## src/hw/mem_pkg.sv

```systemverilog
package mem_pkg;

  localparam int data_width = 32;
  localparam int num_banks  = 8;
  localparam int bank_bits  = $clog2(num_banks);
  localparam int num_rows   = 64;
  localparam int row_bits   = $clog2(num_rows);
  localparam int ecc_bits   = 4;

  // two bank-map entries, each a valid bit plus a bank number.
  localparam int map_bits   = 2 * (bank_bits + 1);
  localparam int meta_width = data_width + map_bits + ecc_bits;

  // physical address is bank number over row.
  localparam int padr_bits  = bank_bits + row_bits;

  // read latency of every RAM copy, in cycles.
  localparam int read_delay = 2;

  typedef struct packed {
    logic                 valid;
    logic [bank_bits-1:0] bank;
  } map_entry_t;

  typedef struct packed {
    map_entry_t            map_entry1;
    map_entry_t            map_entry0;
    logic [ecc_bits-1:0]   ecc;
    logic [data_width-1:0] payload;
  } meta_fields_t;

  // the RAM copies store raw bits, users decode the fields.
  typedef union packed {
    logic [meta_width-1:0] raw;
    meta_fields_t          fields;
  } meta_word_u;

  typedef struct packed {
    logic [data_width-1:0] data;
    logic                  fwrd;
    logic [padr_bits-1:0]  padr;
  } rd_result_t;

endpackage

```

## src/hw/row_counter.sv

```systemverilog
`timescale 1ns/100ps

module row_counter import mem_pkg::*; (
  input  logic                clk,
  input  logic                rst_n,
  input  logic                clear,
  input  logic                enable,
  output logic [row_bits-1:0] row,
  output logic                last
);

  always_ff @(posedge clk or negedge rst_n) begin
    if (!rst_n) begin
      row <= '0;
    end else if (clear) begin
      row <= '0;
    end else if (enable) begin
      row <= row + 1'b1;
    end
  end

  // marks the final row of the sweep.
  assign last = (row == row_bits'(num_rows - 1));

endmodule

```

## config.mk

```make
export PLATFORM = sky130hd
export DESIGN_NAME = row_counter
export DESIGN_NICKNAME = d
export VERILOG_FILES = /design/src/hw/mem_pkg.sv /design/src/hw/row_counter.sv
export SDC_FILE = /design/constraint.sdc
export NUM_CORES = 1
export LEC_CHECK = 0
export ABC_AREA = 1
export BUFFER_PORTS_ARGS = -buffer_cell sky130_fd_sc_hd__buf_2
export CELL_PAD_IN_SITES_DETAIL_PLACEMENT = 0
export CELL_PAD_IN_SITES_GLOBAL_PLACEMENT = 1
export CORE_AREA = 5 5 42 44
export DETAILED_ROUTE_END_ITERATION = 10
export DIE_AREA = 0 0 47 49
export PLACE_DENSITY = 0.6
export SLEW_MARGIN = 30
export SYNTH_ARGS = -nofsm -noshare
export SYNTH_HDL_FRONTEND = slang
export SYNTH_SLANG_ARGS = --single-unit
```

## constraint.sdc

```tcl
create_clock -name clk -period 1 [get_ports clk]
set_input_delay 0.05 -clock clk [delete_from_list [all_inputs] [get_ports clk]]
set_output_delay 0.05 -clock clk [all_outputs]
set_load 0.01 [all_outputs]
```

======== After elaboration in Yosys (flattened, before gate mapping) ========
Index checks and enable logic that the tools add are counted.
operators by class
  add/sub/neg operators ................... 1
  multiply operators ...................... 0
  div/mod/pow operators ................... 0
  reductions and logical operators ........ 1
  muxes and demuxes ....................... 2
  shift operators ......................... 0
  bitwise logic cells ..................... 0
  $lt $le $gt $ge ......................... 0
  equal/unequal tests ..................... 1
operator list
  cell                   count
  $mux W6                2
  $add A6 B1 Y6 const B  1
  $eq A6 B6 Y1 const B   1
  $reduce_bool A2 Y1     1
word-level totals
  memories kept ........................... 0
  bits in read-only memories .............. 0
  bits in latches ......................... 0
  memory bits (writable) .................. 0
  bits in registers ....................... 6

======== Logic depth before layout (Yosys ltp) ========
  word-level depth ........................ 3
  depth in mapped cells ................... 6
  mapped depth without buffers ............ 6

======== Least setup slack after synthesis ========
OpenSTA, ideal clock, no wires.
  path type ............................... register to register
  start point ............................. register row[0]
  end point ............................... register row[4]
  arrival time ............................ 933 ps
  setup slack ............................. -51 ps
  stages on the path, launching flop included .. 6
  path through ............................ dfrtp_1 -> ha_1 -> nand2_1 -> nor2_1 -> a21oi_1 -> nor2_1
on the way
  word-level cells in the longest chain between the ends .. 3
RTL lines
  element                 line               RTL
  start, declared         row_counter.sv:8   output logic [row_bits-1:0] row,
  start signal, assigned  row_counter.sv:18  row <= row + 1'b1;
  $add A6 B1 Y6           row_counter.sv:18
  $mux W6                 row_counter.sv:17  end else if (enable) begin
  $mux W6                 row_counter.sv:15  end else if (clear) begin
No other way between the ends. The select of a mux whose other input is x is not followed.
A chain may end at the register's enable or synchronous reset.

======== Worst setup path in the final report ========
  start point ............................. register row[0]
  end point ............................... register row[2]
The elaborated chain is that of the path after synthesis.

==> metrics <==
Seq/Total Area, Yosys=between 40% and 50%; Final Skew=between 0.0009 and 0.001 ns; synthesized instance count=42; setup violators final=3; Critical Path Start Type=flop; # IOs=11; total congestion overflow=0; Antenna diodes=0; max cap viols=0; final instance area=between 400 and 500 um^2; first-pass GRT wire length=about 1.4 mm; Post-route DRC=0; number of distinct library cells after synthesis=13; kind of end point of the critical path=flop; Die Ht=about 49 um; CTS tree=done; vias in the first global route=approximately 350; number of detailed-route iterations in the first pass=4; GRT Total Usage=a little under a tenth; clock-pin transition on the worst setup and hold timing paths=about 0.04 ns; drt total wl=around 830 um; Regs by FF count=row: 6 flops; crit-path max FO=2; Routed Antenna Nets=0; Max Freq=~840 MHz; layout cells sized above 1=a little over two fifths; placed inst area=about 400 um^2; Initial Util=a little under a quarter; Worst-Margin Slew=about 0.35 ns; YS warnings=0; Tcrit/Tclk final=119%; top-area cell type share of the netlist area=a little under half; largest net degree at the start of global routing=7; dpl hpwl=just over 600 um; Rel. slew slack=approximately 76%; syn_nets=between 40 and 50; Core Region=~0.0014 mm^2; WL/cell=10.6 um; antenna violations before repair=0; area growth from synthesis to layout=57.1%; Root Driver=clkbuf_4; Setup CP Type=flop to flop; Synth Cell Area=318 um^2; Final Hold Viols=0; max reg flops=6; Synth area leader=dfrtp_1; synth top area cells=dfrtp_1, nand2_1, nor2_1; Period minus WS final=around 1.2 ns; Hold/Removal Path Class=input port to flop; status=finished with violations; I/O Buffers=10; number of synthesized register bits=6; Max IR drop VDD=roughly 0.00059 V; nets@finish=69; worst path required time=1.13 ns; pins over their slew limit=0; worst hold slack=0.0966 ns; 1st-iter DRT viols=2; unrepaired setup endpoints after global routing=yes; routability cong.=approximately 0.72; Num CTS Buffers=3; Mean Syn Cell Area=between 7 and 8 um^2; arrival time at the worst endpoint=about 1.3 ns; vias per cell=between 4 and 5; failing checks=setup timing; Lkg Pwr=about 0.26 nW; H-tree levels=1; Sink Count=6; via count=~350; register with the highest flop count=row; die width=roughly 47 um; Clock Latency Late Sink=approximately 0.25 ns; DIE AREA=between 0.002 and 0.0025 mm^2; worst-case clock buffer depth=2; PwrDens=roughly 1100 mW/mm^2; post-route setup slack=-0.191 ns; num rows=14
## final timing paths
| kind | start | to | slack (ns) | cells past startpoint |
|---|---|---|---|---|
| max | row[0] | row[2] | -0.19 | 5 |
| max in group asynchronous | rst_n | row[2] | 0.68 | 2 |
| min in group asynchronous | rst_n | row[1] | 0.16 | 2 |
| min | enable | row[1] | 0.1 | 3 |
| max reg2reg | row[0] | row[2] | -0.19 | 5 |
| min reg2reg | row[4] | row[4] | 0.55 | 2 |
## final cells by class
class | count | area (um^2)
fillers | 168 | 902
inverters | 6 | 25.0
clock buffers | 3 | 22.5
well taps | 16 | 20.0
multi-input cells | 30 | 173
repair buffers | 17 | 108
flip-flops and latches | 6 | 151
## synthesized netlist by cell type
library cell  count
nand2_1           9
nand4_1           2
o21ai_0           2
nor2_2            1
inv_2             1
ha_1              1
nor3b_1           1
a21oi_1           2
nor3_1            2
nand3_1           4
dfrtp_1           6
inv_1             5
nor2_1            6
## stage by stage
step	utilization, %	setup TNS (ns)	setup WS (ns)	total power, mW	std cells
detailed placement	28.4	-0.0835	-0.0385	0.319	69
global placement	28.4	-0.119	-0.0658	0.320	69
finish	35.6	-0.494	-0.191	0.561	78
floorplan	-	-0.0461	-0.0330	0.288	42
global route	35.6	-0.777	-0.238	0.601	78
CTS	34.5	-0.332	-0.180	0.567	77
## repair_timing
item | CTS | global route
setup buffers | 3 | 2
hold buffers | 2 | 0
pin swaps | 3 | 4
hold endpoints to repair | 7 | 0
resized for setup | 5 | 5
setup endpoints to repair | 3 | 5
gates cloned | 0 | 0
## where the power goes
part           internal [mW]  leakage (nW)  switching [mW]
Clock                  0.136        0.0138          0.0888
Sequential             0.251        0.0807         0.00572
Combinational         0.0349         0.167          0.0446
Total                  0.422         0.262           0.139
## layer usage
metal | up-vias | share of wire, % | GRT usage (%)
li1 | 181 | - | -
met1 | 159 | 43 | 11.2
met2 | 8 | 49 | 12.4
met3 | 5 | 3.5 | 2.21
met4 | 0 | 4.6 | 8.29
met5 | - | 0 | 0
## cells in the final DEF, fill, tap and decap left out
master,synthesis,layout
o21ai_0,2,1
nor2_4,0,2
ha_2,0,1
nand2_1,9,8
nor3b_1,1,1
nand4_1,2,2
a21oi_1,2,2
nand2_2,0,1
inv_1,5,4
clkbuf_4,0,3
dfrtp_1,6,5
nand3_1,4,4
inv_4,0,1
dlygate4sd3_1,0,2
inv_2,1,1
dfrtp_2,0,1
nor3_2,0,2
nor2_1,6,5
buf_4,0,5
buf_2,0,10
o21ai_1,0,1
## worst max-delay path, stage by stage (launching register included)
cell and delay, ns:
dfrtp_1 0.39, ha_2 0.20, buf_4 0.13, buf_4 0.12, a21oi_1 0.18, nor3_2 0.06
## logic make-up (layout without fill, tap and decap cells)
logic type	count (synthesis)	count (layout)	synth area share (%)
simple gates	25	25	35.4
compound gates	4	4	6.30
buf+inv	6	26	7.09
fa+ha+maj	1	1	3.94
flops	6	6	47.2
Note: power is estimated with default switching activity, not from simulation.
