[src/hw/mem_pkg.sv]
package mem_pkg;

  localparam int data_width = 32;
  localparam int num_banks  = 8;
  localparam int bank_bits  = $clog2(num_banks);
  localparam int num_rows   = 64;
  localparam int row_bits   = $clog2(num_rows);
  localparam int ecc_bits   = 4;

  // two bank-map entries, each a valid bit plus a bank number.
  localparam int map_bits   = 2 * (bank_bits + 1);
  localparam int meta_width = data_width + map_bits + ecc_bits;

  // physical address is bank number over row.
  localparam int padr_bits  = bank_bits + row_bits;

  // read latency of every RAM copy, in cycles.
  localparam int read_delay = 2;

  typedef struct packed {
    logic                 valid;
    logic [bank_bits-1:0] bank;
  } map_entry_t;

  typedef struct packed {
    map_entry_t            map_entry1;
    map_entry_t            map_entry0;
    logic [ecc_bits-1:0]   ecc;
    logic [data_width-1:0] payload;
  } meta_fields_t;

  // the RAM copies store raw bits, users decode the fields.
  typedef union packed {
    logic [meta_width-1:0] raw;
    meta_fields_t          fields;
  } meta_word_u;

  typedef struct packed {
    logic [data_width-1:0] data;
    logic                  fwrd;
    logic [padr_bits-1:0]  padr;
  } rd_result_t;

endpackage

[src/hw/bank_ram.sv]
`timescale 1ns/100ps

module bank_ram import mem_pkg::*; #(
  parameter int width      = data_width,
  parameter int bank_index = 0
) (
  input  logic                 clk,
  input  logic                 rst_n,
  input  logic                 write,
  input  logic [row_bits-1:0]  wr_row,
  input  logic [width-1:0]     din,
  input  logic                 read,
  input  logic [row_bits-1:0]  rd_row,
  output logic [width-1:0]     dout,
  output logic                 fwrd,
  output logic [padr_bits-1:0] padr
);

  logic [width-1:0]                      mem [num_rows];
  logic [read_delay-1:0][width-1:0]     data_q;
  logic [read_delay-1:0]                 fwrd_q;
  logic [read_delay-1:0][padr_bits-1:0] padr_q;
  logic [read_delay-2:0]                 vld_q;
  logic                                  hit;

  // same-row read and write in one cycle returns the new word.
  assign hit = write && read && (wr_row == rd_row);

  always_ff @(posedge clk) begin
    if (write) begin
      mem[wr_row] <= din;
    end
  end

  always_ff @(posedge clk or negedge rst_n) begin
    if (!rst_n) begin
      vld_q <= '0;
    end else begin
      vld_q[0] <= read;
      for (int i = 1; i < read_delay - 1; i++) begin
        vld_q[i] <= vld_q[i-1];
      end
    end
  end

  // each stage only moves when it carries a read, so the output holds.
  always_ff @(posedge clk) begin
    if (read) begin
      data_q[0] <= hit ? din : mem[rd_row];
      fwrd_q[0] <= hit;
      padr_q[0] <= {bank_bits'(bank_index), rd_row};
    end
    for (int i = 1; i < read_delay; i++) begin
      if (vld_q[i-1]) begin
        data_q[i] <= data_q[i-1];
        fwrd_q[i] <= fwrd_q[i-1];
        padr_q[i] <= padr_q[i-1];
      end
    end
  end

  assign dout = data_q[read_delay-1];
  assign fwrd = fwrd_q[read_delay-1];
  assign padr = padr_q[read_delay-1];

endmodule

[config.mk]
export PLATFORM = sky130hd
export DESIGN_NAME = bank_ram
export DESIGN_NICKNAME = d
export VERILOG_FILES = /design/src/hw/mem_pkg.sv /design/src/hw/bank_ram.sv
export SDC_FILE = /design/constraint.sdc
export NUM_CORES = 2
export LEC_CHECK = 0
export ABC_CLOCK_PERIOD_IN_PS = 1920
export BUFFER_PORTS_ARGS = -buffer_cell sky130_fd_sc_hd__buf_4
export CAP_MARGIN = 20
export CORE_ASPECT_RATIO = 1.2
export CORE_UTILIZATION = 35
export CTS_BUF_LIST = sky130_fd_sc_hd__clkbuf_8 sky130_fd_sc_hd__clkbuf_16
export DETAILED_ROUTE_END_ITERATION = 10
export GPL_ROUTABILITY_DRIVEN = 0
export GPL_TIMING_DRIVEN = 0
export PLACE_DENSITY = 0.59
export REMOVE_ABC_BUFFERS = 1
export SYNTH_ARGS = -nofsm -noshare
export SYNTH_HDL_FRONTEND = slang
export SYNTH_SLANG_ARGS = --single-unit
[constraint.sdc]
create_clock -name clk -period 1.92 [get_ports clk]
set_input_delay 0.384 -clock clk [delete_from_list [all_inputs] [get_ports clk]]
set_output_delay 0.384 -clock clk [all_outputs]
set_load 0.1 [all_outputs]
Word-level counts from Yosys, hierarchy flattened --
Memories as Yosys holds them, arrays and structs flattened. A register that Yosys moved wholly into a read port is not among the register bits. Cells that the tools add are included.
Cells by class: multiplexer cells 2, reduce and logical (&&, ||, !) cells 2, eq/ne operators 1
Operators with widths (number):
- $eq 6x6->1 | 1
- $logic_and 1x1->1 | 2
- $mux 1 | 2
Storage, ports and cells: memories 1, output and inout bits 42, register bits 47, word-level logic and storage cells 12, RAM bits 2048
Memory list:
- mem | words 64, bits a word 32, read ports 1, clocked after Yosys merged registers in 1, write ports 1, RTL line bank_ram.sv:19 | logic [width-1:0] mem [num_rows];

Logic depth before layout (Yosys ltp) --
word-level depth 2, depth in mapped cells 11

Worst setup path before layout --
OpenSTA, ideal clock, no wires.
kind in2reg, start point in wr_row[5], end point mem mem[48][0] (netlist name) (enable), library setup time 0.461 ns, setup slack -1.859 ns, stages 4, buffers on the path 1, arrival 3.318 ns, path through clkbuf_1 nand3_1 or3_1 nor3_1
RTL lines:
- from (decl) | RTL line bank_ram.sv:10 | input logic [row_bits-1:0] wr_row,
- to (decl) | RTL line bank_ram.sv:19
No word-level cell before the write port.

==> run summary <==
Status: finished with violations
Failing checks: setup timing
Placed cell count: 7220
CTS H-tree depth: 4
Critical path startpoint: rd_row[4]
Register area share after synthesis: 0.778
Hold/Removal Path Class: in -> reg
HPWL after DPL: 126 mm
Area grow syn2layout: 21.3%
Reg2Reg Launch Point: mem[20][2]
Die Width: 444 um
Max IR drop VDD: 0.698 mV
Row cnt: 194
Slew @ Worst Pin: 1.04 ns
Clock network fraction of design power: 0.391
WL per Instance: 29.8 um
Gr usage total: 0.193
Commonest cells post-synth: edfxtp_1 (2126), mux2i_1 (823), a22oi_1 (407)
Worst Skew: 0.0581 ns
Switching Share: 0.222
Pleak: 0.0336 uW
Final slew viol count: 0
Critical Path End: data_q[2]
Top cells by area, synth: edfxtp_1 (78%), mux2i_1 (10%), a22oi_1 (3.7%), mux4_2 (3.6%), nand3_1 (0.81%)
Synthesized area: 82100 um2
Fmax: 0.450 GHz
Top FF cell, synth: edfxtp_1
CP Max Fanout: 8
Yosys top cell area share: 0.778
Clk root buf: clkbuf_16
Vias per cell: 5.50
CP Data Arrival Time: 2.79 ns
Clk_lat worst skew: 0.84 ns
PortBufs: 86
First-pass GRT wire length: 324 mm
#FFs+latches synth: 2127
CTS tree: built
WP data required: 2.48 ns
Placed cell areas: 88200 um2
Gr ovfl total: 0
PwrDens: 969 nW/um2
Final Hold Fails: 0
Fin crit share: 1.16
Dominant cell by count in the synthesized netlist: edfxtp_1
Sequential fraction of design power: 0.536
Reg2reg path depth: 6
Post-Layout Cell Count: 7839
Clock slew at reported path FFs: 0.06 ns
1st-pass router iterations: 5
Fin nets: 4696
R2r endpoint: data_q[2]
DRC Markers: 0
Worst relative slew slack: 0.304
Setup-failing EPs final: 38
P_sw: 21400 uW
Via count: 43100
Tmin final: 2.22 ns
Total CTS buffers: 200
R2R Setup Slk: -0.25 ns
MaxCap Viol Count: 0
Largest net degree at the start of global routing: 66
Layout cells sized above 1: 0.222
Async S/R FF share, synth: 0.000470
Die Y: 533 um
Initial Utilization: 0.352
Setup slack after layout: -0.304 ns
CTS Buffer Depth: 4
CP Launch Type: input port
Setup_tns: -5.29 ns
Cell taking the most area after synthesis: edfxtp_1
IO Pins: 90
First-iteration detailed-routing DRC count: 4961
Final ANT Viol Nets: 0
Die area: 237000 um2
Combinational power share: 0.073
CTS sink cnt: 2127
Post-synthesis cell type count: 35
Post-synth EDFFs: 2126
Critical path endpoint category: register
Int Pwr: 75100 uW
DRT Wirelength: 234 mm
Initial antenna violation count: 24
Gate Count Post-Synth: 4265
Avg Cell Area, Syn: 19.2 um2
Unrepaired setup endpoints after global routing: true
Fin area: 99600 um2
Core area: 233000 um2
Syn. warnings: 0
Crit Path Class: in -> reg
Vias in the first global route: 42600
registers in the layout (all words and copies together), names as in the netlist:
signal,flops
padr,6
data_q,32
vld_q,1
mem,2048
padr_q,6
dout,32
fwrd_q,2
critical path: stages:
cell and delay (ns):
buf_16 0.11, buf_16 0.15, nor2b_4 0.14, buf_12 0.13
buf_16 0.14, buf_16 0.16, buf_16 0.14, buf_12 0.10
a22oi_2 0.05, nand3_2 0.12, nand4_1 0.53, a32oi_1 0.41
nand2_1 0.16
worst min-delay path by stage:
stage          startpoint         end  slack (ns)  cells after the start
4_1_cts         wr_row[1]  mem[52][9]        0.02                      2
5_1_grt         wr_row[0]  mem[52][9]        0.06                      2
3_5_place_dp        rst_n       vld_q        0.16                      1
2_1_floorplan       rst_n       vld_q        0.09                      0
3_3_place_gp        rst_n       vld_q        0.16                      1
6_report        rd_row[0]   padr_q[0]        0.07                      1
kinds of logic after synthesis:
kind of cell / share of synthesized area
buffers and inverters: 0.0184
XOR/XNOR: 0.000640
flip-flops: 0.778
multiplexers: 0.137
other: 0.0000457
AO/OA/AOI/OAI: 0.0449
AND/OR/NAND/NOR: 0.0212
metrics by stage:
stage               utilization  setup slack [ns]  hold WS, ns  power, uW
floorplan                     -             -5.94       0.0884      55200
global placement          0.365            -22.34        0.160      59400
detailed placement        0.379             -3.24        0.160      58400
CTS                       0.423            -0.232       0.0234      96900
global route              0.427            -0.231       0.0564      98900
finish                    0.427            -0.304       0.0697      96500
timing repair:
item                                    CTS  global route
hold endpoints to repair                  6             0
gates resized for setup                 181            74
setup buffers                           127            60
gates cloned                             73             6
pin swaps                               157           133
hold buffers                              7             0
endpoints found under the setup margin  404           334
power by group through the flow:
stage / registers [uW] / logic [uW] / clock network [uW]
finish: 51700 / 7060 / 37700
detailed placement: 52700 / 5660 / 0
global route: 51700 / 7270 / 39900
global placement: 52700 / 6650 / 0
CTS: 51700 / 6870 / 38300
floorplan: 53200 / 2040 / 0
cell usage in the layout, fill, tap and decap left out, types with 5 or more instances in the layout:
master and instances:
mux4_2 133, nor2_4 65, a32oi_1 25, buf_12 115, edfxtp_1 2126, buf_8 11
nor2b_1 5, nor2_1 5, nor2b_4 5, buf_4 185, diode_2 10, a21oi_2 17
nand2_1 100, bufbuf_16 26, clkbuf_16 209, mux2i_1 819, nand4_1 35, bufinv_16 15
buf_6 27, a32oi_2 5, nand3_1 83, a22oi_1 364, a21oi_4 5, clkinv_1 60
dlygate4sd3_1 7, clkinv_2 24, a21oi_1 42, buf_16 93, nand3_2 47, a22oi_2 43
inv_1 33
cell type report:
cell class                      instances  area (um2)
Timing Repair Buffer                  470        7790
Antenna cell                           10        25.0
Clock buffer                          203        5080
Clock inverter                        142        1030
Inverter                                2        7.51
Sequential cell                      2127       63900
Tap cell                             3038        3800
Fill cell                           19800      133000
Multi-Input combinational cell       1847       18000
routing by layer:
metal | GRT usage | vias to the layer above | wire [um]
met4 | 0.0835 | 12 | 10900
li1 | - | 18200 | -
met3 | 0.0284 | 372 | 16300
met5 | 0 | - | 74
met1 | 0.248 | 22900 | 91300
met2 | 0.323 | 1650 | 115000
(Power assumes the default switching activity.)
