===== src/hw/mem_pkg.sv =====
package mem_pkg;

  localparam int data_width = 32;
  localparam int num_banks  = 8;
  localparam int bank_bits  = $clog2(num_banks);
  localparam int num_rows   = 64;
  localparam int row_bits   = $clog2(num_rows);
  localparam int ecc_bits   = 4;

  // two bank-map entries, each a valid bit plus a bank number.
  localparam int map_bits   = 2 * (bank_bits + 1);
  localparam int meta_width = data_width + map_bits + ecc_bits;

  // physical address is bank number over row.
  localparam int padr_bits  = bank_bits + row_bits;

  // read latency of every RAM copy, in cycles.
  localparam int read_delay = 2;

  typedef struct packed {
    logic                 valid;
    logic [bank_bits-1:0] bank;
  } map_entry_t;

  typedef struct packed {
    map_entry_t            map_entry1;
    map_entry_t            map_entry0;
    logic [ecc_bits-1:0]   ecc;
    logic [data_width-1:0] payload;
  } meta_fields_t;

  // the RAM copies store raw bits, users decode the fields.
  typedef union packed {
    logic [meta_width-1:0] raw;
    meta_fields_t          fields;
  } meta_word_u;

  typedef struct packed {
    logic [data_width-1:0] data;
    logic                  fwrd;
    logic [padr_bits-1:0]  padr;
  } rd_result_t;

endpackage


===== src/hw/init_fsm.sv =====
`timescale 1ns/100ps

module init_fsm import mem_pkg::*; (
  input  logic                clk,
  input  logic                rst_n,
  input  logic                swrite,
  input  logic [row_bits-1:0] swr_row,
  input  meta_word_u          sdin,
  input  logic [row_bits-1:0] row,
  input  logic                last,
  output logic                cnt_enable,
  output logic                tbl_write,
  output logic [row_bits-1:0] tbl_row,
  output meta_word_u          tbl_din,
  output logic                init_busy
);

  typedef enum logic [1:0] {
    idle_reset,
    sweep,
    ready
  } state_t;

  state_t state;
  state_t state_nxt;

  always_ff @(posedge clk or negedge rst_n) begin
    if (!rst_n) begin
      state <= idle_reset;
    end else begin
      state <= state_nxt;
    end
  end

  always_comb begin
    state_nxt = state;
    case (state)
      idle_reset: state_nxt = sweep;
      sweep:      if (last) state_nxt = ready;
      default:    state_nxt = ready;
    endcase
  end

  assign cnt_enable = (state == sweep);
  assign init_busy  = (state != ready);

  // external writes are dropped until the table is clear.
  always_comb begin
    tbl_write = (state == ready) && swrite;
    tbl_row   = swr_row;
    tbl_din   = sdin;
    if (state == sweep) begin
      tbl_write = 1'b1;
      tbl_row   = row;
      tbl_din   = '0;
    end
  end

endmodule


===== config.mk =====
export PLATFORM = sky130hd
export DESIGN_NAME = init_fsm
export DESIGN_NICKNAME = d
export VERILOG_FILES = /design/src/hw/mem_pkg.sv /design/src/hw/init_fsm.sv
export SDC_FILE = /design/constraint.sdc
export NUM_CORES = 1
export LEC_CHECK = 0
export BUFFER_PORTS_ARGS = -buffer_cell sky130_fd_sc_hd__clkbuf_2
export CAP_MARGIN = 30
export CORE_MARGIN = 3
export CORE_UTILIZATION = 22
export DETAILED_ROUTE_END_ITERATION = 8
export PLACE_DENSITY = 0.86
export SETUP_SLACK_MARGIN = 0.02
export SLEW_MARGIN = 15
export SYNTH_ARGS = -nofsm -noshare
export SYNTH_HDL_FRONTEND = slang
export SYNTH_SLANG_ARGS = --single-unit

===== constraint.sdc =====
create_clock -name clk -period 1.4 [get_ports clk]
set_clock_uncertainty 0.1 [all_clocks]
set_input_delay 0.07 -clock clk [delete_from_list [all_inputs] [get_ports clk]]
set_output_delay 0.07 -clock clk [all_outputs]
set_load 0.1 [all_outputs]

==> out/results.ini, run 1 <==
[die]
die_w_um=53.04
die_y_um=53.04
row_count=16
initial_core_util_pct=24.07
pin_count=113

[status]
status=stopped before the end
error_line=[ERROR DPL-0033] detailed placement checks failed during check placement.
last-stage-reached=3_5_place_dp

[place]
gp_congestion=0.8042
dpl.hpwl_um=3736
io_buffers=112

[synth]
syn-cell-area_um2=486.7
netlist_top_cells_area=and2_1 57%, mux2_4 12%, dfrtp_1 10%
synth_top_area_share_pct=56.56
ys_ff_latch=2
synth_fp_nets=125
syn_inst=65
syn_area_per_cell_um2=7.488
seq_area_frac_synth_pct=10.28
synth_cell_types=12
ys_warn_count=0
synth_area_leader_cell=and2_1

logic make-up after synthesis:
logic type	Yosys count	share of synthesized area, %
and+or+nand+nor	46	59.38
buffers and inverters	9	10.79
muxes	6	16.97
AOI/OAI and AO/OA	2	2.570
DFF	2	10.28
synth_stat cells:
| library cell | count |
|---|---|
| mux2_4 | 4 |
| or2b_1 | 1 |
| and2_1 | 44 |
| a21o_1 | 1 |
| nand2b_1 | 1 |
| dfrtp_1 | 2 |
| clkbuf_1 | 4 |
| buf_8 | 1 |
| mux2_2 | 2 |
| o21ai_0 | 1 |
| inv_1 | 3 |
| buf_6 | 1 |
stage by stage:
| step | instance area, um^2 | cells |
|---|---|---|
| floorplan | 604.3 | 65 |
| global placement | 1987 | 201 |
==> run 2, diff against run 1 <==
- CORE_AREA: default -> 3 3 64 66
- CORE_MARGIN: 3 -> default
- CORE_UTILIZATION: 22 -> default
- DIE_AREA: default -> 0 0 67 69
- PLACE_DENSITY: 0.86 -> default
- PLACE_DENSITY_LB_ADDON: default -> 0.15
- SETUP_SLACK_MARGIN: 0.02 -> default
==> out/results.ini, run 2 <==
[timing]
hold_viol=0
period_share_pct=111.4
whs_ps=83.98
clock.fmax_mhz=641.3
relSlewSlack_pct=91.17
worst_pin_slew_ps=131.9
period_needed_ps=1559
setup_ws_ps=-159.2
setup_viol=48
final_max_slew_viol_count=0
rsz0062_at_grt=yes

[synth]
syn_inst=65  ; unchanged
syn_area_per_cell_um2=7.488  ; unchanged
syn-cell-area_um2=486.7  ; unchanged
ys.flop_type=dfrtp_1  ; unchanged
synth_edf_count=0  ; unchanged
netlist_top_cells_area=and2_1 57%, mux2_4 12%, dfrtp_1 10%  ; unchanged
synth_commonest_cells=44 x and2_1, 4 x clkbuf_1, 4 x mux2_4, 3 x inv_1  ; unchanged
synth_most_common_cell=and2_1  ; unchanged
async_flop_share_pct=100.0  ; unchanged
synth_fp_nets=125  ; unchanged
synth_top_area_share_pct=56.56  ; unchanged
synth_area_leader_cell=and2_1  ; unchanged
seq_area_frac_synth_pct=10.28  ; unchanged
ys_ff_latch=2  ; unchanged
synth_cell_types=12  ; unchanged
ys_warn_count=0  ; unchanged

[min_path]
min_path_type=primary input to async pin

[place]
gp_congestion=0.6320  ; was 0.8042
post-place-ws_ps=-16.75
dp_cells=223
io_buffers=112  ; unchanged
dpl.hpwl_um=2561  ; was 3736 um

[job]
drv_cap=0

[route]
antenna_left=0
drtIter0Drc=15
dr_total_vias=895
drc=0
wl_um=2867
routedWlPerCell_um=12.25
viasPerCell=3.825
dr.pass1.iters=3

[finish]
regMostFlops=state
largest_register_ffs=2
nets=248
final_cell_mix=59 x clkbuf_2, 56 x buf_12, 31 x and2_4
finalNonFillerCells=234
num_antenna_cells=0
layout_commonest_cell=clkbuf_2
largestRegisters=state: 2 flops
drive_above_1_share_pct=96.24
syn_to_final_growth_pct=347.6

[setup_path]
cp-end-kind=output pin
worstSetupPathType=flip-flop to output pin
r2r_start=state[0]$_DFFE_PN0P_
worstPathMaxFanout=25
cp_cell_sequence=nand2b_4 -> buf_12 -> mux2_4 -> buf_12
cp-startpoint=state[0]$_DFFE_PN0P_
cp.required_ps=1230
arrival_ps=1390
cp_slowest_cell=dfrtp_1
start_kind=flip-flop
cpMostUsedCell=buf_12
slowest_delay_ps=390

[pwr]
p_clk_share_pct=12.2
seqPwrFrac_pct=3.7
ir_drop_mv=0.8078
p_sw_uw=964.6
p_int_uw=831.8
switching_share_pct=53.70
power_density_mw_per_mm2=824.7
pwr-share-comb_pct=84.0
leakage_uw=0.001145

[clock_tree]
clock_latency_ps=210
cts_tree=yes
htree_num_levels=1
cts.sinks=2
path_clk_slew_ps=30
numCtsBuffers=3
cts_root_buf=clkbuf_8
cts_buffer_depth=2

[die]
die-area_mm2=0.004623
initial_core_util_pct=13.40  ; was 24.07%
die_y_um=69  ; was 53.04 um
die_w_um=67  ; was 53.04 um
core_mm2=0.003633
row_count=22  ; was 16
pin_count=113  ; unchanged

[global_route]
grt_pass1_wl_um=4443
track_usage_pct=12.14
grt_max_degree=26
grt_pass1_vias=964
antenna_found_initial=0
gr-total-overflow=0

[status]
violations=negative setup slack
status=finished, violations left  ; was stopped before the end

run 2: kinds of logic (layout without fill, tap and decap cells):
family	after synthesis	after routing	synth area share (%)
simple gates	46	46	59.38
mux	6	6	16.97
flops	2	2	10.28
buf+inv	9	130	10.79
compound gates	2	2	2.570
run 2: per-layer routing:
| metal | track usage, % | vias up | wire, um |
|---|---|---|---|
| met5 | 0 | - | 0 |
| met4 | 1.351 | 0 | 0 |
| met3 | 4.072 | 0 | 360 |
| met2 | 26.20 | 54 | 1790 |
| met1 | 10.01 | 404 | 717 |
| li1 | - | 437 | - |
run 2: final timing paths:
path                                         to  slack, ps  cells past startpoint
max in group asynchronous  state[1]$_DFFE_PN0P_       1020                      2
min in group clk                    tbl_din[20]        410                      3
hold / removal             state[0]$_DFFE_PN0P_         80                      2
setup / recovery                     tbl_row[4]       -160                      4
hold reg to reg            state[1]$_DFFE_PN0P_        460                      2
setup reg to reg           state[1]$_DFFE_PN0P_        490                      2
run 2: power groups by stage:
stage,logic (uW),clock network (uW),registers [uW]
2_1_floorplan,911,0,66.7
3_3_place_gp,1480,0,66.5
3_5_place_dp,1490,0,66.9
4_1_cts,1520,227,67.5
5_1_grt,1550,238,67.9
6_report,1510,220,67.3
run 2: layout make-up:
| class | count | area (um^2) |
|---|---|---|
| Multi-Input combinational cell | 54 | 508.0 |
| Fill cell | 320 | 1455 |
| Tap cell | 48 | 60.06 |
| Sequential cell | 2 | 50.05 |
| Timing Repair Buffer | 124 | 1504 |
| Clock buffer | 3 | 41.29 |
| Inverter | 3 | 15.01 |
run 2: timing repair:
item | 4_1_cts | 5_1_grt
hold buffers | 2 | 0
setup endpoints to repair | 51 | 52
setup buffers | 5 | 1
endpoints found under the hold margin | 3 | 0
gates resized for setup | 8 | 3
cloned | 1 | 0
pin swaps | 13 | 1
run 2: worst max-delay path, delay by kind of cell, from the launching register on:
kind                   cells  cell delay [ps]
buffers and inverters      2              340
DFF                        1              390
muxes                      1              330
and+or+nand+nor            1              110
run 2: metrics by stage:
stage | total power (uW) | utilization, % | setup TNS (ps) | instance area (um^2)
after floorplan | 977.6 | - | -433.1 | 600.6
after global placement | 1545 | 55.92 | 0 | 2032
after detailed placement | 1560 | 55.92 | -54.62 | 2032
after CTS | 1815 | 60.16 | -4462 | 2186
after global routing | 1854 | 59.95 | -6617 | 2178
final | 1796 | 59.95 | -3756 | 2178
Note: power is estimated with default switching activity, not from simulation.
==> run 3, diff against run 2 <==
- BUFFER_PORTS_ARGS: -buffer_cell sky130_fd_sc_hd__clkbuf_2 -> default
- DONT_BUFFER_PORTS: default -> 1
- REMOVE_ABC_BUFFERS: default -> 1
==> out/results.ini, run 3 (synthesis gave the netlist of run 2 again) <==
[clock_tree]
htree_num_levels=1  ; unchanged
cts_root_buf=clkbuf_8  ; unchanged
cts.sinks=2  ; unchanged
cts_tree=yes  ; unchanged
clock_latency_ps=220  ; was 210 ps
path_clk_slew_ps=30  ; about the same
cts_buffer_depth=2  ; unchanged
numCtsBuffers=3  ; unchanged

[route]
drtIter0Drc=8  ; was 15
wl_um=2632  ; was 2867 um
antenna_left=0  ; unchanged
dr_total_vias=682  ; was 895
viasPerCell=3.988  ; was 3.825
routedWlPerCell_um=15.39  ; was 12.25 um
drc=0  ; unchanged
dr.pass1.iters=3  ; unchanged

[finish]
layout_commonest_cell=buf_12  ; was clkbuf_2
largest_register_ffs=2  ; unchanged
syn_to_final_growth_pct=261.2  ; was 347.6%
final_cell_mix=55 x buf_12, 27 x and2_1, 17 x and2_4  ; was 59 x clkbuf_2, 56 x buf_12, 31 x and2_4
nets=185  ; was 248
largestRegisters=state: 2 flops  ; unchanged
regArea_um2=50.05  ; unchanged
num-fill-cells=344  ; was 320
multi_input_area_um2=441.7  ; was 508.0 um^2
regMostFlops=state  ; unchanged
num_antenna_cells=0  ; unchanged
stdcell_area_mm2=0.001758  ; was 0.002178 mm^2
drive_above_1_share_pct=71.54  ; was 96.24%

[die]
die-area_mm2=0.004623  ; unchanged
die_w_um=67  ; unchanged
core_mm2=0.003633  ; unchanged
initial_core_util_pct=13.40  ; unchanged
row_count=22  ; unchanged
die_y_um=69  ; unchanged
pin_count=113  ; unchanged

[pwr]
p_sw_uw=949.3  ; was 964.6 uW
power_density_mw_per_mm2=957.9  ; was 824.7 mW/mm^2
p_clk_share_pct=13.9  ; was 12.2%
pwr-share-comb_pct=82.1  ; was 84.0%
ir_drop_mv=0.9170  ; was 0.8078 mV
p_int_uw=734.7  ; was 831.8 uW
switching_share_pct=56.37  ; was 53.70%
leakage_uw=0.0008232  ; was 0.001145 uW
seqPwrFrac_pct=4.0  ; was 3.7%

[global_route]
grt_pass1_vias=697  ; was 964
grt_pass1_wl_um=3801  ; was 4443 um
gr-total-overflow=0  ; unchanged
track_usage_pct=10.45  ; was 12.14%
antenna_found_initial=0  ; unchanged
grt_max_degree=34  ; was 26

[setup_path]
worstSetupPathType=flip-flop to output pin  ; unchanged
r2r_start=state[0]$_DFFE_PN0P_  ; unchanged
start_kind=flip-flop  ; unchanged
arrival_ps=1400  ; was 1390 ps
worstPathMaxFanout=2  ; was 25
cp.required_ps=1230  ; about the same
cp-startpoint=state[0]$_DFFE_PN0P_  ; unchanged
reg2reg_slack_ps=480  ; was 490 ps
cp-end-kind=output pin  ; unchanged

[place]
gp_congestion=0.6104  ; was 0.6320
io_buffers=0  ; was 112
post_dp_cell_area_mm2=0.001583  ; was 0.002032 mm^2
dpl.hpwl_um=2365  ; was 2561 um

[job]
drv_cap=0  ; unchanged

[timing]
period_share_pct=111.9  ; was 111.4%
setup_viol=49  ; was 48
rsz0062_at_grt=yes  ; unchanged
hold_viol=0  ; unchanged
worst_pin_slew_ps=167.1  ; was 131.9 ps
final_max_slew_viol_count=0  ; unchanged
setup_tns_ps=-3843  ; was -3756 ps
relSlewSlack_pct=88.86  ; was 91.17%
clock.fmax_mhz=638.1  ; was 641.3 MHz
setup_ws_ps=-167.1  ; was -159.2 ps
period_needed_ps=1567  ; was 1559 ps

[status]
violations=negative setup slack  ; unchanged
status=finished, violations left  ; unchanged

[min_path]
min_path_type=primary input to output pin  ; was primary input to async pin
hp-start=sdin[26]

## run 3: per-stage QoR
stage / utilization, % / power, uW / setup WS, ps / instances / hold slack (ps)
2_1_floorplan: - / 900.0 / -2008 / 59 / -325.6
3_3_place_gp: 43.56 / 1375 / 1.266 / 165 / -325.5
3_5_place_dp: 43.56 / 1385 / -31.09 / 165 / -325.5
4_1_cts: 47.45 / 1672 / -169.7 / 171 / 321.8
5_1_grt: 48.38 / 1728 / -211.9 / 171 / 322.9
6_report: 48.38 / 1684 / -167.1 / 171 / 319.7
## run 3: final cells by class
class | instances | area share (%)
repair buffers | 61 | 65.62
multi-input cells | 54 | 25.12
well taps | 48 | 3.416
clock buffers | 3 | 2.349
flip-flops and latches | 2 | 2.847
inverters | 3 | 0.6406
## run 3: per-layer routing
metal / GRT usage [%] / share of wire (%)
met2: 19.00 / 53
met1: 9.028 / 24
met5: 0 / 0
met3: 6.026 / 22
met4: 4.054 / 0.99
## run 3: power by group through the flow
stage | clock (uW) | combinational (uW) | sequential (uW)
finish | 234 | 1380 | 67.6
detailed placement | 0 | 1320 | 66.5
global placement | 0 | 1310 | 66.0
global route | 251 | 1410 | 68.4
CTS | 244 | 1360 | 67.7
floorplan | 0 | 834 | 66.5
## run 3: path summary, 6_finish.rpt
kind | endpoint | cells after the start
worst max-delay path | tbl_write | 4
worst min-delay path | tbl_din[26] | 2
worst max register to register | state[1]$_DFFE_PN0P_ | 2
worst min register to register | state[1]$_DFFE_PN0P_ | 2
max in group asynchronous | state[1]$_DFFE_PN0P_ | 2
min in group asynchronous | state[0]$_DFFE_PN0P_ | 2
## run 3: timing repair
action | in CTS | in global routing
setup endpoints to repair | 52 | 53
buffers inserted | 0 | 0
gates resized for setup | 20 | 12
endpoints found under the hold margin | 4 | 0
cloned | 0 | 0
hold buffers | 3 | 0
## run 3: worst max-delay path, stage by stage, from the launching register on
cell     delay [ps]
dfrtp_1         390
buf_4           150
or2b_4          270
o21ai_2         170
buf_12          200
