[src/hw/mem_pkg.sv]
package mem_pkg;

  localparam int data_width = 32;
  localparam int num_banks  = 8;
  localparam int bank_bits  = $clog2(num_banks);
  localparam int num_rows   = 64;
  localparam int row_bits   = $clog2(num_rows);
  localparam int ecc_bits   = 4;

  // two bank-map entries, each a valid bit plus a bank number.
  localparam int map_bits   = 2 * (bank_bits + 1);
  localparam int meta_width = data_width + map_bits + ecc_bits;

  // physical address is bank number over row.
  localparam int padr_bits  = bank_bits + row_bits;

  // read latency of every RAM copy, in cycles.
  localparam int read_delay = 2;

  typedef struct packed {
    logic                 valid;
    logic [bank_bits-1:0] bank;
  } map_entry_t;

  typedef struct packed {
    map_entry_t            map_entry1;
    map_entry_t            map_entry0;
    logic [ecc_bits-1:0]   ecc;
    logic [data_width-1:0] payload;
  } meta_fields_t;

  // the RAM copies store raw bits, users decode the fields.
  typedef union packed {
    logic [meta_width-1:0] raw;
    meta_fields_t          fields;
  } meta_word_u;

  typedef struct packed {
    logic [data_width-1:0] data;
    logic                  fwrd;
    logic [padr_bits-1:0]  padr;
  } rd_result_t;

endpackage

[src/hw/bank_mux.sv]
`timescale 1ns/100ps

module bank_mux import mem_pkg::*; (
  input  logic                                  clk,
  input  logic                                  rst_n,
  // primary port.
  input  logic                                  pwrite,
  input  logic [bank_bits-1:0]                  pwr_bank,
  input  logic [row_bits-1:0]                   pwr_row,
  input  logic [data_width-1:0]                 pdin,
  input  logic                                  pread,
  input  logic [bank_bits-1:0]                  prd_bank,
  input  logic [row_bits-1:0]                   prd_row,
  output rd_result_t                            presult,
  // metadata table.
  input  logic                                  tbl_write,
  input  logic [row_bits-1:0]                   tbl_row,
  input  meta_word_u                            tbl_din,
  input  logic                                  sread1,
  input  logic [row_bits-1:0]                   srd_row1,
  input  logic                                  sread2,
  input  logic [row_bits-1:0]                   srd_row2,
  output meta_word_u                            smeta1,
  output logic                                  sfwrd1,
  output logic [padr_bits-1:0]                  spadr1,
  output meta_word_u                            smeta2,
  output logic                                  sfwrd2,
  output logic [padr_bits-1:0]                  spadr2,
  // data bank RAMs.
  output logic [num_banks-1:0]                  bank_write,
  output logic [num_banks-1:0]                  bank_read,
  output logic [num_banks-1:0][row_bits-1:0]    bank_wr_row,
  output logic [num_banks-1:0][row_bits-1:0]    bank_rd_row,
  output logic [num_banks-1:0][data_width-1:0]  bank_din,
  input  logic [num_banks-1:0][data_width-1:0]  bank_dout,
  input  logic [num_banks-1:0]                  bank_fwrd,
  input  logic [num_banks-1:0][padr_bits-1:0]   bank_padr,
  // metadata copies. copy_row is indexed [copy][0 = write, 1 = read].
  output logic [1:0]                            copy_write,
  output logic [1:0]                            copy_read,
  output logic [1:0][1:0][row_bits-1:0]         copy_row,
  output logic [1:0][meta_width-1:0]            copy_din,
  input  logic [1:0][meta_width-1:0]            copy_dout,
  input  logic [1:0]                            copy_fwrd,
  input  logic [1:0][padr_bits-1:0]             copy_padr
);

  logic [read_delay-2:0]                rd_vld;
  logic [read_delay-1:0][bank_bits-1:0] rd_bank;
  logic [bank_bits-1:0]                 rd_sel;

  always_comb begin
    for (int b = 0; b < num_banks; b++) begin
      bank_write[b]  = pwrite && (pwr_bank == bank_bits'(b));
      bank_read[b]   = pread && (prd_bank == bank_bits'(b));
      bank_wr_row[b] = pwr_row;
      bank_rd_row[b] = prd_row;
      bank_din[b]    = pdin;
    end
  end

  // bank number follows its read through the RAM latency.
  always_ff @(posedge clk or negedge rst_n) begin
    if (!rst_n) begin
      rd_vld  <= '0;
      rd_bank <= '0;
    end else begin
      rd_vld[0] <= pread;
      if (pread) begin
        rd_bank[0] <= prd_bank;
      end
      for (int i = 1; i < read_delay; i++) begin
        if (i < read_delay - 1) begin
          rd_vld[i] <= rd_vld[i-1];
        end
        if (rd_vld[i-1]) begin
          rd_bank[i] <= rd_bank[i-1];
        end
      end
    end
  end

  assign rd_sel = rd_bank[read_delay-1];

  always_comb begin
    presult.data = bank_dout[rd_sel];
    presult.fwrd = bank_fwrd[rd_sel];
    presult.padr = bank_padr[rd_sel];
  end

  // both copies take every write; each read port owns one copy.
  always_comb begin
    for (int c = 0; c < 2; c++) begin
      copy_write[c]  = tbl_write;
      copy_row[c][0] = tbl_row;
      copy_din[c]    = tbl_din.raw;
    end
    copy_read      = {sread2, sread1};
    copy_row[0][1] = srd_row1;
    copy_row[1][1] = srd_row2;
  end

  assign smeta1.raw = copy_dout[0];
  assign sfwrd1     = copy_fwrd[0];
  assign spadr1     = copy_padr[0];
  assign smeta2.raw = copy_dout[1];
  assign sfwrd2     = copy_fwrd[1];
  assign spadr2     = copy_padr[1];

endmodule

[config.mk]
export PLATFORM = sky130hd
export DESIGN_NAME = bank_mux
export DESIGN_NICKNAME = d
export VERILOG_FILES = /design/src/hw/mem_pkg.sv /design/src/hw/bank_mux.sv
export SDC_FILE = /design/constraint.sdc
export NUM_CORES = 1
export LEC_CHECK = 0
export BUFFER_PORTS_ARGS = -buffer_cell sky130_fd_sc_hd__clkbuf_2
export CORE_AREA = 4 4 460 462
export CTS_CLUSTER_SIZE = 25
export DETAILED_ROUTE_END_ITERATION = 8
export DIE_AREA = 0 0 464 466
export HOLD_SLACK_MARGIN = 0.12
export PLACE_DENSITY = 0.31
export RECOVER_POWER = 100
export SLEW_MARGIN = 20
export SYNTH_ARGS = -nofsm -noshare
export SYNTH_HDL_FRONTEND = slang
export SYNTH_SLANG_ARGS = --single-unit
[constraint.sdc]
create_clock -name clk -period 1.81 [get_ports clk]
set_clock_uncertainty 0.2 [all_clocks]
set_input_delay 0 -clock clk [delete_from_list [all_inputs] [get_ports clk]]
set_output_delay 0 -clock clk [all_outputs]
set_load 0.05 [all_outputs]
Word level (Yosys, flattened, before mapping) --
Index checks and enable logic that the tools add are counted.
Storage, ports and cells: bits in latches 0, output and inout bits 634, word-level logic and storage cells 42, memory bits (writable) 0, input port bits 563, memory bits (read-only) 0, memories kept 0, register bits 7
Operators by class: reductions and logical operators 18, mux-type cells 6, div/mod/pow operators 0, shift operators 0, multiply operators 0, order comparisons 1, add/sub/neg operators 0, bitwise logic cells 0, eq/ne operators 14
Operator list (count):
- 32-bit binary-select mux with 3-bit select | 1
- 32-bit 2-to-1 mux | 1
- 9-bit binary-select mux with 3-bit select | 1
- 3-bit equality test, second input constant | 8
- 1-bit logical AND | 16
- 3-bit by 2-bit equality test with 1-bit output, second input constant | 4
- 9-bit 2-to-1 mux | 1
- 3-bit by 1-bit equality test with 1-bit output, second input constant | 2
- 3-bit logical NOT | 2
- 3-bit by 4-bit < comparator with 1-bit output, second input constant | 1
- 1-bit binary-select mux with 3-bit select | 1
- 1-bit 2-to-1 mux | 1

Longest topological paths before layout --
Gate-level depths: netlist (run 1).
depth after elaboration 2, gate-level depth with buffers 5

Worst setup path after synthesis (run 1) --
OpenSTA, ideal clock, no wires.
path kind reg2out, from register rd_bank, in the netlist rd_sel[0], to output port presult[0] in the netlist's numbering, setup slack -0.026 ns, stages on the path, launching flop included 6, path buffers 3, arrival time 1.636 ns, cell sequence dfrtp_1 buf_2 buf_6 buf_6 mux4_2 mux2_2
RTL lines:
- from (decl) | RTL line bank_mux.sv:49 | logic [read_delay-1:0][bank_bits-1:0] rd_bank;
- from (signal, indexed assignment) | RTL line bank_mux.sv:77 | rd_bank[i] <= rd_bank[i-1];
- to (decl) | RTL line bank_mux.sv:14 | output rd_result_t presult,

==> out/qor.yml, run 1 <==
sta:
  post-route-min-period_ps: 2340
  worst_pin_slew_ps: 1310
  setup_viol: 42
  report.final.slew_viol_count: 0
  period_share: 1.29
  finalHoldViolCount: 0
  rsz0062_at_grt: "true"
  slew_headroom: 0.133
  fin_ws_ps: -531
  max_freq_mhz: 427
route:
  vias: 6317
  routed_wl_mm: 79.0
  wl_per_cell_um: 21.3
  first_pass_iters: 4
  ant_nets: 0
  first_iter_violations: 317
  vias_per_cell: 1.70
  drc: 0
global_route:
  top_usage_layer: "met2"
  grt_pass1_vias: 6889
  grtUsageMet2: 0.128
  antenna_found_initial: 90
  met3_usage: 0.0350
  grt_max_degree: 33
  grt.total_usage: 0.0680
  grt_use_met1: 0.0652
  grt_pass1_wl_mm: 93.4
  grt_overflow: 0
worst_setup_path:
  critPathLaunchType: "flop"
  crit_type: "reg -> out"
  cp_data_arrival_time_ps: 2140
  cp.required_ps: 1610
  cp-end-kind: "output port"
  cp_max_fo: 5
logic_synthesis:
  synth_cell_types: 14
  ys_top_cells_by_area: "buf_4 60%, mux4_2 26%, mux2_2 7.4%, dfrtp_1 2.4%, buf_6 0.94%"
  synth_top_cells_by_count: "576 x buf_4, 84 x mux4_2, 47 x mux2_2"
  synth_adder_area_share: 0
  synthesis.area_mm2: 0.00719
  synthesis.nets: 1329
  ys_seq_elements: 7
  ys_seq_area_frac: 0.0244
  synthArstFlopShare: 1.00
  synth_area_per_cell_um2: 9.39
  post-synth-top-area-cell: "buf_4"
  synth_edf_count: 0
  synth-simple-area-share: 0.0164
  synth_most_common_cell: "buf_4"
  synth_top_family_by_area: "buffers and inverters"
  synthXorXnorAreaFrac: 0
  yosys_warnings: 0
  synth_compound_area_frac: 0.000696
  synth_top_area_share: 0.601
  ys.flop_type: "dfrtp_1"
  syn-instance-count: 766
  muxShareOfSynthArea: 0.337
floorplan:
  placementRows: 167
  die_x_um: 464
  die_area_mm2: 0.216
  io_pins: 1197
  fp.dieH_um: 466
  core_area_mm2: 0.207
  initial_core_util: 0.0347
clock_network:
  cts_max_level: 1
  insertion_delay_ps: 240
  cts_tree: "done"
  cts_root_buffer: "clkbuf_16"
  cts_num_sinks: 7
  numCtsBuffers: 3
  clk_pin_slew_worst_paths_ps: 40
  clockBufferDepth: 2
placed_design:
  dpl_worst_slack_ps: -340
  io_buffers: 403
  dp_cells: 3378
  place.gp.congestion: 0.856
  detailed_place_hpwl_mm: 74.1
cells_and_area:
  final_cells: 3706
  area_growth_pct: 72.0
  fill_cells: 24310
  drive_above_1_share: 0.705
  fin_nets: 1466
power_and_ir_drop:
  power.density_mw_per_mm2: 715
  leakage_nw: 4.45
  p_total_mw: 8.84
  peakVddDrop_v: 0.000435
hold_path:
  hp-class: "in -> out"
run:
  maxCapViolCount: 0
status:
  failed_checks: "setup timing"
  status: "complete, but fails checks"
==> worst max-delay path, stage by stage (launching register included) <==
cell and delay, ps:
dfrtp_4 500, buf_12 160, buf_16 150, buf_6 130
mux4_2 480, mux2_4 310, buf_12 150
==> report_power, final <==
part,leakage [nW],switching (mW),internal [mW],total (mW)
sequential,0.0807,0.0327,0.179,0.212
combinational,4.33,5.44,2.80,8.24
clock,0.0383,0.0950,0.294,0.389
==> cells by family after synthesis <==
group,count (synthesis)
AND/OR/NAND/NOR,26
flip-flops,7
buffers and inverters,601
multiplexers,131
AO/OA/AOI/OAI,1
==> metal layers <==
layer | vias up | wire length (µm)
li1 | 2300 | -
met1 | 2939 | 24800
met2 | 842 | 40200
met3 | 196 | 10800
met4 | 40 | 2930
met5 | - | 259
==> path summary, 6_finish.rpt <==
| check | from | to | slack [ps] | cells after the start |
|---|---|---|---|---|
| max | rd_sel[0] | presult[41] | -530 | 6 |
| min | pwr_bank[0] | bank_write[4] | 290 | 3 |
| max reg2reg | rd_sel[0] | rd_sel[0] | 150 | 5 |
| min reg2reg | rd_bank[0] | rd_bank[0] | 300 | 1 |
| max in group asynchronous | rst_n | rd_sel[2] | 570 | 3 |
| min in group asynchronous | rst_n | rd_sel[1] | 550 | 3 |
==> registers in the layout (all words and copies together) (netlist names) <==
register	count
rd_sel	3
rd_bank	3
rd_vld	1
==> per-stage QoR <==
stage / setup TNS, ps / cell area, µm² / hold WS (ps) / utilization
2_1_floorplan: 0 / 7350 / -496 / -
3_3_place_gp: -9870 / 9050 / -343 / 0.0437
3_5_place_dp: -10210 / 9050 / -345 / 0.0437
4_1_cts: -20080 / 13400 / 228 / 0.0648
5_1_grt: -21000 / 12400 / 311 / 0.0596
6_report: -18930 / 12400 / 285 / 0.0597
==> placed cells by master, fill, tap and decap left out <==
master,count
mux4_2,84
diode_2,16
buf_8,9
dfrtp_1,5
nand2_1,4
buf_16,5
clkbuf_4,24
inv_1,1
clkbuf_16,6
buf_6,25
dfrtp_4,2
buf_12,36
mux2_2,5
clkbuf_8,6
nand2b_1,6
clkbuf_2,380
dlygate4sd3_1,223
buf_4,12
o21ai_0,1
clkbuf_1,10
nor3_1,4
nor2_1,12
mux2_4,42
==> repair_timing <==
| action | CTS | global route |
|---|---|---|
| gates resized for setup | 41 | 13 |
| buffers inserted | 7 | 2 |
| setup endpoints to repair | 42 | 42 |
| hold buffers | 293 | 1 |
| gates cloned | 2 | 3 |
| pin swaps | 0 | 0 |
| endpoints found under the hold margin | 587 | 2 |
==> cell type report <==
type	count	area [µm²]	area share
Tap cell	2788	3490	0.282
Clock buffer	4	78.8	0.00637
Sequential cell	7	183	0.0148
Antenna cell	16	40.0	0.00324
Timing Repair Buffer	732	5870	0.475
Multi-Input combinational cell	158	2700	0.218
Inverter	1	3.75	0.000304
Note: power is estimated with default switching activity, not from simulation.
==> run 2: changes to the inputs <==
Settings changed: GPL_ROUTABILITY_DRIVEN from default to 0, TNS_END_PERCENT from default to 10.
==> out/qor.yml, run 2 (same netlist as run 1, synthesis figures left out) <==
global_route:
  grt_max_degree: 23  # was 33
  antenna_found_initial: 84  # was 90
  grt_pass1_vias: 6823  # was 6,889
  grt.total_usage: 0.0690  # was 0.0680
  grt_overflow: 0  # unchanged
  grt_pass1_wl_mm: 93.7  # was 93.4 mm
cells_and_area:
  drive_above_1_share: 0.709  # was 0.705
  multi_input_area_mm2: 0.00264  # was 0.00270 mm²
  seq_area_um2: 184  # was 183 µm²
  final_cells: 3718  # was 3,706
  layout_common_cells: "379 x clkbuf_2, 223 x dlygate4sd3_1, 84 x mux4_2"  # was 380 x clkbuf_2, 223 x dlygate4sd3_1, 84 x mux4_2
  mostFrequentLayoutCell: "clkbuf_2"  # unchanged
  area_growth_pct: 70.8  # was 72.0%
  final_cell_area_mm2: 0.0123  # was 0.0124 mm²
  fill_cells: 24359  # was 24,310
  fin_nets: 1474  # was 1,466
  final_util: 0.0593  # was 0.0597
clock_network:
  cts_tree: "done"  # unchanged
  cts_num_sinks: 7  # unchanged
  cts_max_level: 1  # unchanged
  numCtsBuffers: 3  # unchanged
  clk_pin_slew_worst_paths_ps: 60  # was 40 ps
  cts_root_buffer: "clkbuf_16"  # unchanged
  clockBufferDepth: 2  # unchanged
  insertion_delay_ps: 250  # was 240 ps
floorplan:
  placementRows: 167  # unchanged
  io_pins: 1197  # unchanged
  fp.dieH_um: 466  # unchanged
  die_x_um: 464  # unchanged
  die_area_mm2: 0.216  # unchanged
  initial_core_util: 0.0347  # unchanged
  core_area_mm2: 0.207  # unchanged
sta:
  fin_ws_ps: -557  # was -531 ps
  hold_ws_ps: 288  # was 285 ps
  report.final.slew_viol_count: 0  # unchanged
  post-route-min-period_ps: 2370  # was 2340 ps
  slew_headroom: 0.154  # was 0.133
  max_freq_mhz: 423  # was 427 MHz
  rsz0062_at_grt: "true"  # unchanged
  worst_pin_slew_ps: 1280  # was 1310 ps
  setup_viol: 42  # unchanged
  finalHoldViolCount: 0  # unchanged
  period_share: 1.31  # was 1.29
  fin_tns_setup_ps: -19370  # was -18,930 ps
placed_design:
  dpl-instance-area_mm2: 0.00913  # was 0.00905 mm²
  dp_cells: 3393  # was 3,378
  io_buffers: 403  # unchanged
  detailed_place_hpwl_mm: 75.9  # was 74.1 mm
  dpl_worst_slack_ps: -626  # was -340 ps
worst_setup_path:
  cp.required_ps: 1610  # about the same
  crit_type: "reg -> out"  # unchanged
  cp_max_fo: 7  # was 5
  cp_data_arrival_time_ps: 2170  # was 2140 ps
  critPathLaunchType: "flop"  # unchanged
  cp-end-kind: "output port"  # unchanged
route:
  ant_nets: 0  # unchanged
  routed_wl_mm: 79.8  # was 79.0 mm
  first_pass_iters: 4  # unchanged
  vias_per_cell: 1.68  # was 1.70
  vias: 6256  # was 6,317
  first_iter_violations: 242  # was 317
  wl_per_cell_um: 21.5  # was 21.3 µm
  drc: 0  # unchanged
status:
  status: "complete, but fails checks"  # unchanged
  failed_checks: "setup timing"  # unchanged
power_and_ir_drop:
  leakage_nw: 4.37  # was 4.45 nW
  p_total_mw: 8.91  # was 8.84 mW
  peakVddDrop_v: 0.000350  # was 0.000435 V
  power.density_mw_per_mm2: 726  # was 715 mW/mm²
hold_path:
  hp-class: "in -> out"  # unchanged
run:
  maxCapViolCount: 0  # unchanged
## run 2: path summary, 6_finish.rpt
path                             start            end  slack (ps)  depth (start not counted)
min                        pwr_bank[0]  bank_write[4]         290                          3
max reg2reg                  rd_sel[0]      rd_sel[0]         340                          3
max                          rd_sel[0]     presult[0]        -560                          5
min reg2reg                 rd_bank[1]      rd_sel[1]         300                          1
min in group asynchronous        rst_n     rd_bank[2]         630                          3
max in group asynchronous        rst_n      rd_sel[1]         370                          3
## run 2: area by class of cell
type	instances	area share
diodes	20	0.00407
flip-flops and latches	7	0.0150
well taps	2788	0.284
multi-input cells	158	0.215
inverters	1	0.000306
clock buffers	4	0.00642
repair buffers	740	0.475
## run 2: per-layer routing
layer	part of all wire	vias up	global-route usage
met3	0.15	186	0.0423
met5	0.0040	-	0
li1	-	2323	-
met2	0.48	833	0.119
met4	0.034	52	0.0172
met1	0.33	2862	0.0700
## run 2: critical path, cell delays in order, from the launching register on
cell and delay, ps:
dfrtp_4 450, buf_12 160, mux4_2 560, buf_12 170, mux2_4 310, buf_12 150
## run 2: power by group
group	internal [mW]	leakage [nW]	switching [mW]	total [mW]
clock network	0.297	0.0383	0.133	0.430
registers	0.179	0.0797	0.0483	0.227
logic	2.75	4.25	5.51	8.26
## run 2: what timing repair did
action                     in CTS  in global routing
hold buffers                  290                  4
setup endpoints to repair      42                 42
gates resized for setup        37                 15
hold endpoints to repair      587                  8
buffers inserted                7                  0
==> run 3: changes to the inputs <==
Settings changed: ABC_AREA from default to 1, CORE_AREA 4 4 460 462 to 4 4 457 459, DIE_AREA 0 0 464 466 to 0 0 461 463, PLACE_DENSITY 0.31 to 0.32.
==> out/qor.yml, run 3 <==
route:
  wl_per_cell_um: 20.3  # was 21.5 µm
  vias: 10464  # was 6,256
  vias_per_cell: 2.28  # was 1.68
  first_iter_violations: 432  # was 242
  routed_wl_mm: 93.1  # was 79.8 mm
  ant_nets: 0  # unchanged
  first_pass_iters: 5  # was 4
  drc: 0  # unchanged
logic_synthesis:
  yosys_warnings: 0  # unchanged
  synthesis.nets: 2308  # was 1,329
  ys_seq_elements: 7  # unchanged
  synthArstFlopShare: 1.00  # unchanged
  synth_edf_count: 0  # unchanged
  synth_cell_types: 16  # was 14
  ys.flop_type: "dfrtp_1"  # unchanged
  syn-instance-count: 1745  # was 766
  synth_most_common_cell: "buf_4"  # unchanged
  synth_top_area_share: 0.471  # was 0.601
  ys_top_cells_by_area: "buf_4 47%, nand2_1 23%, inv_1 14%, nand3_1 9.1%, dfrtp_1 1.9%"  # was buf_4 60%, mux4_2 26%, mux2_2 7.4%, dfrtp_1 2.4%, buf_6 0.94%
  synthesis.area_mm2: 0.00924  # was 0.00719 mm²
  synth_top_cells_by_count: "580 x buf_4, 561 x nand2_1, 342 x inv_1"  # was 576 x buf_4, 84 x mux4_2, 47 x mux2_2
  post-synth-top-area-cell: "buf_4"  # unchanged
  synth_area_per_cell_um2: 5.29  # was 9.39 µm²
  ys_seq_area_frac: 0.0190  # was 0.0244
worst_setup_path:
  critPathLaunchType: "flop"  # unchanged
  cpPeakStageDelay_ps: 530  # was 560 ps
  cp.required_ps: 1610  # about the same
  crit_type: "reg -> out"  # unchanged
  cp_max_fo: 8  # was 7
  slowest_stage: "dfrtp_4"  # was mux4_2
  path_common_cell: "nand2_2"  # was buf_12
  cp-end-kind: "output port"  # unchanged
  cp_data_arrival_time_ps: 1920  # was 2170 ps
  crit_chain: "inv_6 -> buf_16 -> buf_16 -> buf_12 -> nand2_2 -> nand3_4 -> nand2_2 -> nand2_2 -> nand2_4 -> buf_12"  # was buf_12 -> mux4_2 -> buf_12 -> mux2_4 -> buf_12
power_and_ir_drop:
  netSwitchingPower_mw: 6.38  # was 5.69 mW
  intPower_mw: 3.15  # was 3.22 mW
  seqPwrFrac: 0.021  # was 0.025
  pwr-share-comb: 0.938  # was 0.926
  p_sw_frac: 0.669  # was 0.639
  p_total_mw: 9.53  # was 8.91 mW
  peakVddDrop_v: 0.000362  # was 0.000350 V
  leakage_nw: 7.72  # was 4.37 nW
  power.density_mw_per_mm2: 627  # was 726 mW/mm²
  p_clk_frac: 0.041  # was 0.048
sta:
  finalHoldViolCount: 0  # unchanged
  slew_headroom: 0.154  # about the same
  setup_viol: 42  # unchanged
  max_freq_mhz: 471  # was 423 MHz
  fin_ws_ps: -311  # was -557 ps
  hold_ws_ps: 290  # was 288 ps
  worst_pin_slew_ps: 1280  # about the same
  report.final.slew_viol_count: 0  # unchanged
  post-route-min-period_ps: 2120  # was 2370 ps
  rsz0062_at_grt: "true"  # unchanged
  period_share: 1.17  # was 1.31
  fin_tns_setup_ps: -9910  # was -19,370 ps
clock_network:
  cts_tree: "done"  # unchanged
  insertion_delay_ps: 240  # was 250 ps
  clockBufferDepth: 2  # unchanged
  clk_pin_slew_worst_paths_ps: 40  # was 60 ps
  numCtsBuffers: 3  # unchanged
  cts_root_buffer: "clkbuf_16"  # unchanged
  cts_num_sinks: 7  # unchanged
  cts_max_level: 1  # unchanged
run:
  maxCapViolCount: 0  # unchanged
global_route:
  grt.total_usage: 0.0812  # was 0.0690
  grt_pass1_vias: 10772  # was 6,823
  antenna_found_initial: 67  # was 84
  grt_overflow: 0  # unchanged
  grt_pass1_wl_mm: 114  # was 93.7 mm
  grt_max_degree: 43  # was 23
status:
  status: "complete, but fails checks"  # unchanged
  failed_checks: "setup timing"  # unchanged
floorplan:
  die_x_um: 461  # was 464 µm
  io_pins: 1197  # unchanged
  placementRows: 166  # was 167
  fp.dieH_um: 463  # was 466 µm
  die_area_mm2: 0.213  # was 0.216 mm²
  core_area_mm2: 0.204  # was 0.207 mm²
  initial_core_util: 0.0452  # was 0.0347
cells_and_area:
  drive_above_1_share: 0.361  # was 0.709
  final_util: 0.0744  # was 0.0593
  fin_nets: 2449  # was 1,474
  area_growth_pct: 64.6  # was 70.8%
  mostFrequentLayoutCell: "nand2_1"  # was clkbuf_2
  layout_common_cells: "468 x nand2_1, 367 x clkbuf_2, 342 x inv_1"  # was 379 x clkbuf_2, 223 x dlygate4sd3_1, 84 x mux4_2
placed_design:
  detailed_place_hpwl_mm: 83.5  # was 75.9 mm
  io_buffers: 403  # unchanged
hold_path:
  hp-class: "reg -> reg"  # was in -> out
## run 3: cell count changes after synthesis, moves of 3 or more
cell      delta
nand2_1    +557
nor3_1       -4
mux2_2      -47
nand2b_1     -6
nor2_1       +6
buf_2       +27
inv_1      +341
buf_4        +4
buf_6        +7
mux4_2      -84
nand3_1    +168
buf_1        +3
## run 3: worst max-delay path, delay by kind of cell, from the launching register on
family                 cells  cell delay, ps
buffers and inverters      5             730
flip-flops                 1             530
AND/OR/NAND/NOR            5             410
## run 3: layer usage
| layer | up-vias | part of all wire | GRT usage |
|---|---|---|---|
| li1 | 4735 | - | - |
| met1 | 4759 | 0.36 | 0.0879 |
| met2 | 798 | 0.51 | 0.154 |
| met3 | 130 | 0.11 | 0.0306 |
| met4 | 42 | 0.015 | 0.00585 |
| met5 | - | 0.0031 | 0 |
## run 3: stage by stage
step / setup WS (ps) / instances / area, µm²
2_1_floorplan: 238 / 1745 / 9240
3_3_place_gp: -396 / 4261 / 11300
3_5_place_dp: -378 / 4261 / 11300
4_1_cts: -360 / 4569 / 15900
5_1_grt: -383 / 4583 / 15200
6_report: -311 / 4587 / 15200
## run 3: final timing paths
check	end	cells after the start	slack, ps	start
max in group asynchronous	rd_sel[0]	3	490	rst_n
hold reg to reg	rd_bank[2]	1	290	rd_bank[2]
setup reg to reg	rd_sel[0]	5	260	rd_sel[0]
min in group asynchronous	rd_bank[1]	3	570	rst_n
hold / removal	rd_bank[2]	1	290	rd_bank[2]
setup / recovery	presult[0]	10	-310	rd_sel[0]
## run 3: power by group through the flow
stage               Clock, mW  Combinational [mW]  Sequential (mW)
floorplan                   0                5.64            0.181
global placement            0                5.18            0.200
detailed placement          0                5.16            0.201
CTS                     0.400                9.39            0.202
global route            0.410                9.59            0.204
finish                  0.388                8.94            0.200
## run 3: cells by family (layout without fill, tap and decap cells)
kind of cell           count (synthesis)  count (layout)  share of synthesized area
AO/OA/AOI/OAI                          6               6                    0.00352
buffers and inverters                985            1125                      0.651
AND/OR/NAND/NOR                      747             747                      0.326
flip-flops                             7               7                     0.0190
other                                  0              14                          0
## run 3: timing repair
action	in CTS	in global routing
cloned	6	4
resized for setup	131	69
setup buffers	16	2
pin swaps	24	36
hold buffers	282	0
setup endpoints to repair	42	42
hold endpoints to repair	587	0
## run 3: area by class of cell
| class | instances | area, µm² |
|---|---|---|
| fill | 24352 | 189000 |
| timing repair buffer | 776 | 6710 |
| multi-input combinational | 753 | 3530 |
| tap | 2688 | 3360 |
| inverter | 345 | 1300 |
| sequential | 7 | 186 |
| clock buffer | 3 | 75.1 |
| antenna | 14 | 35.0 |
| clock inverter | 1 | 5.00 |
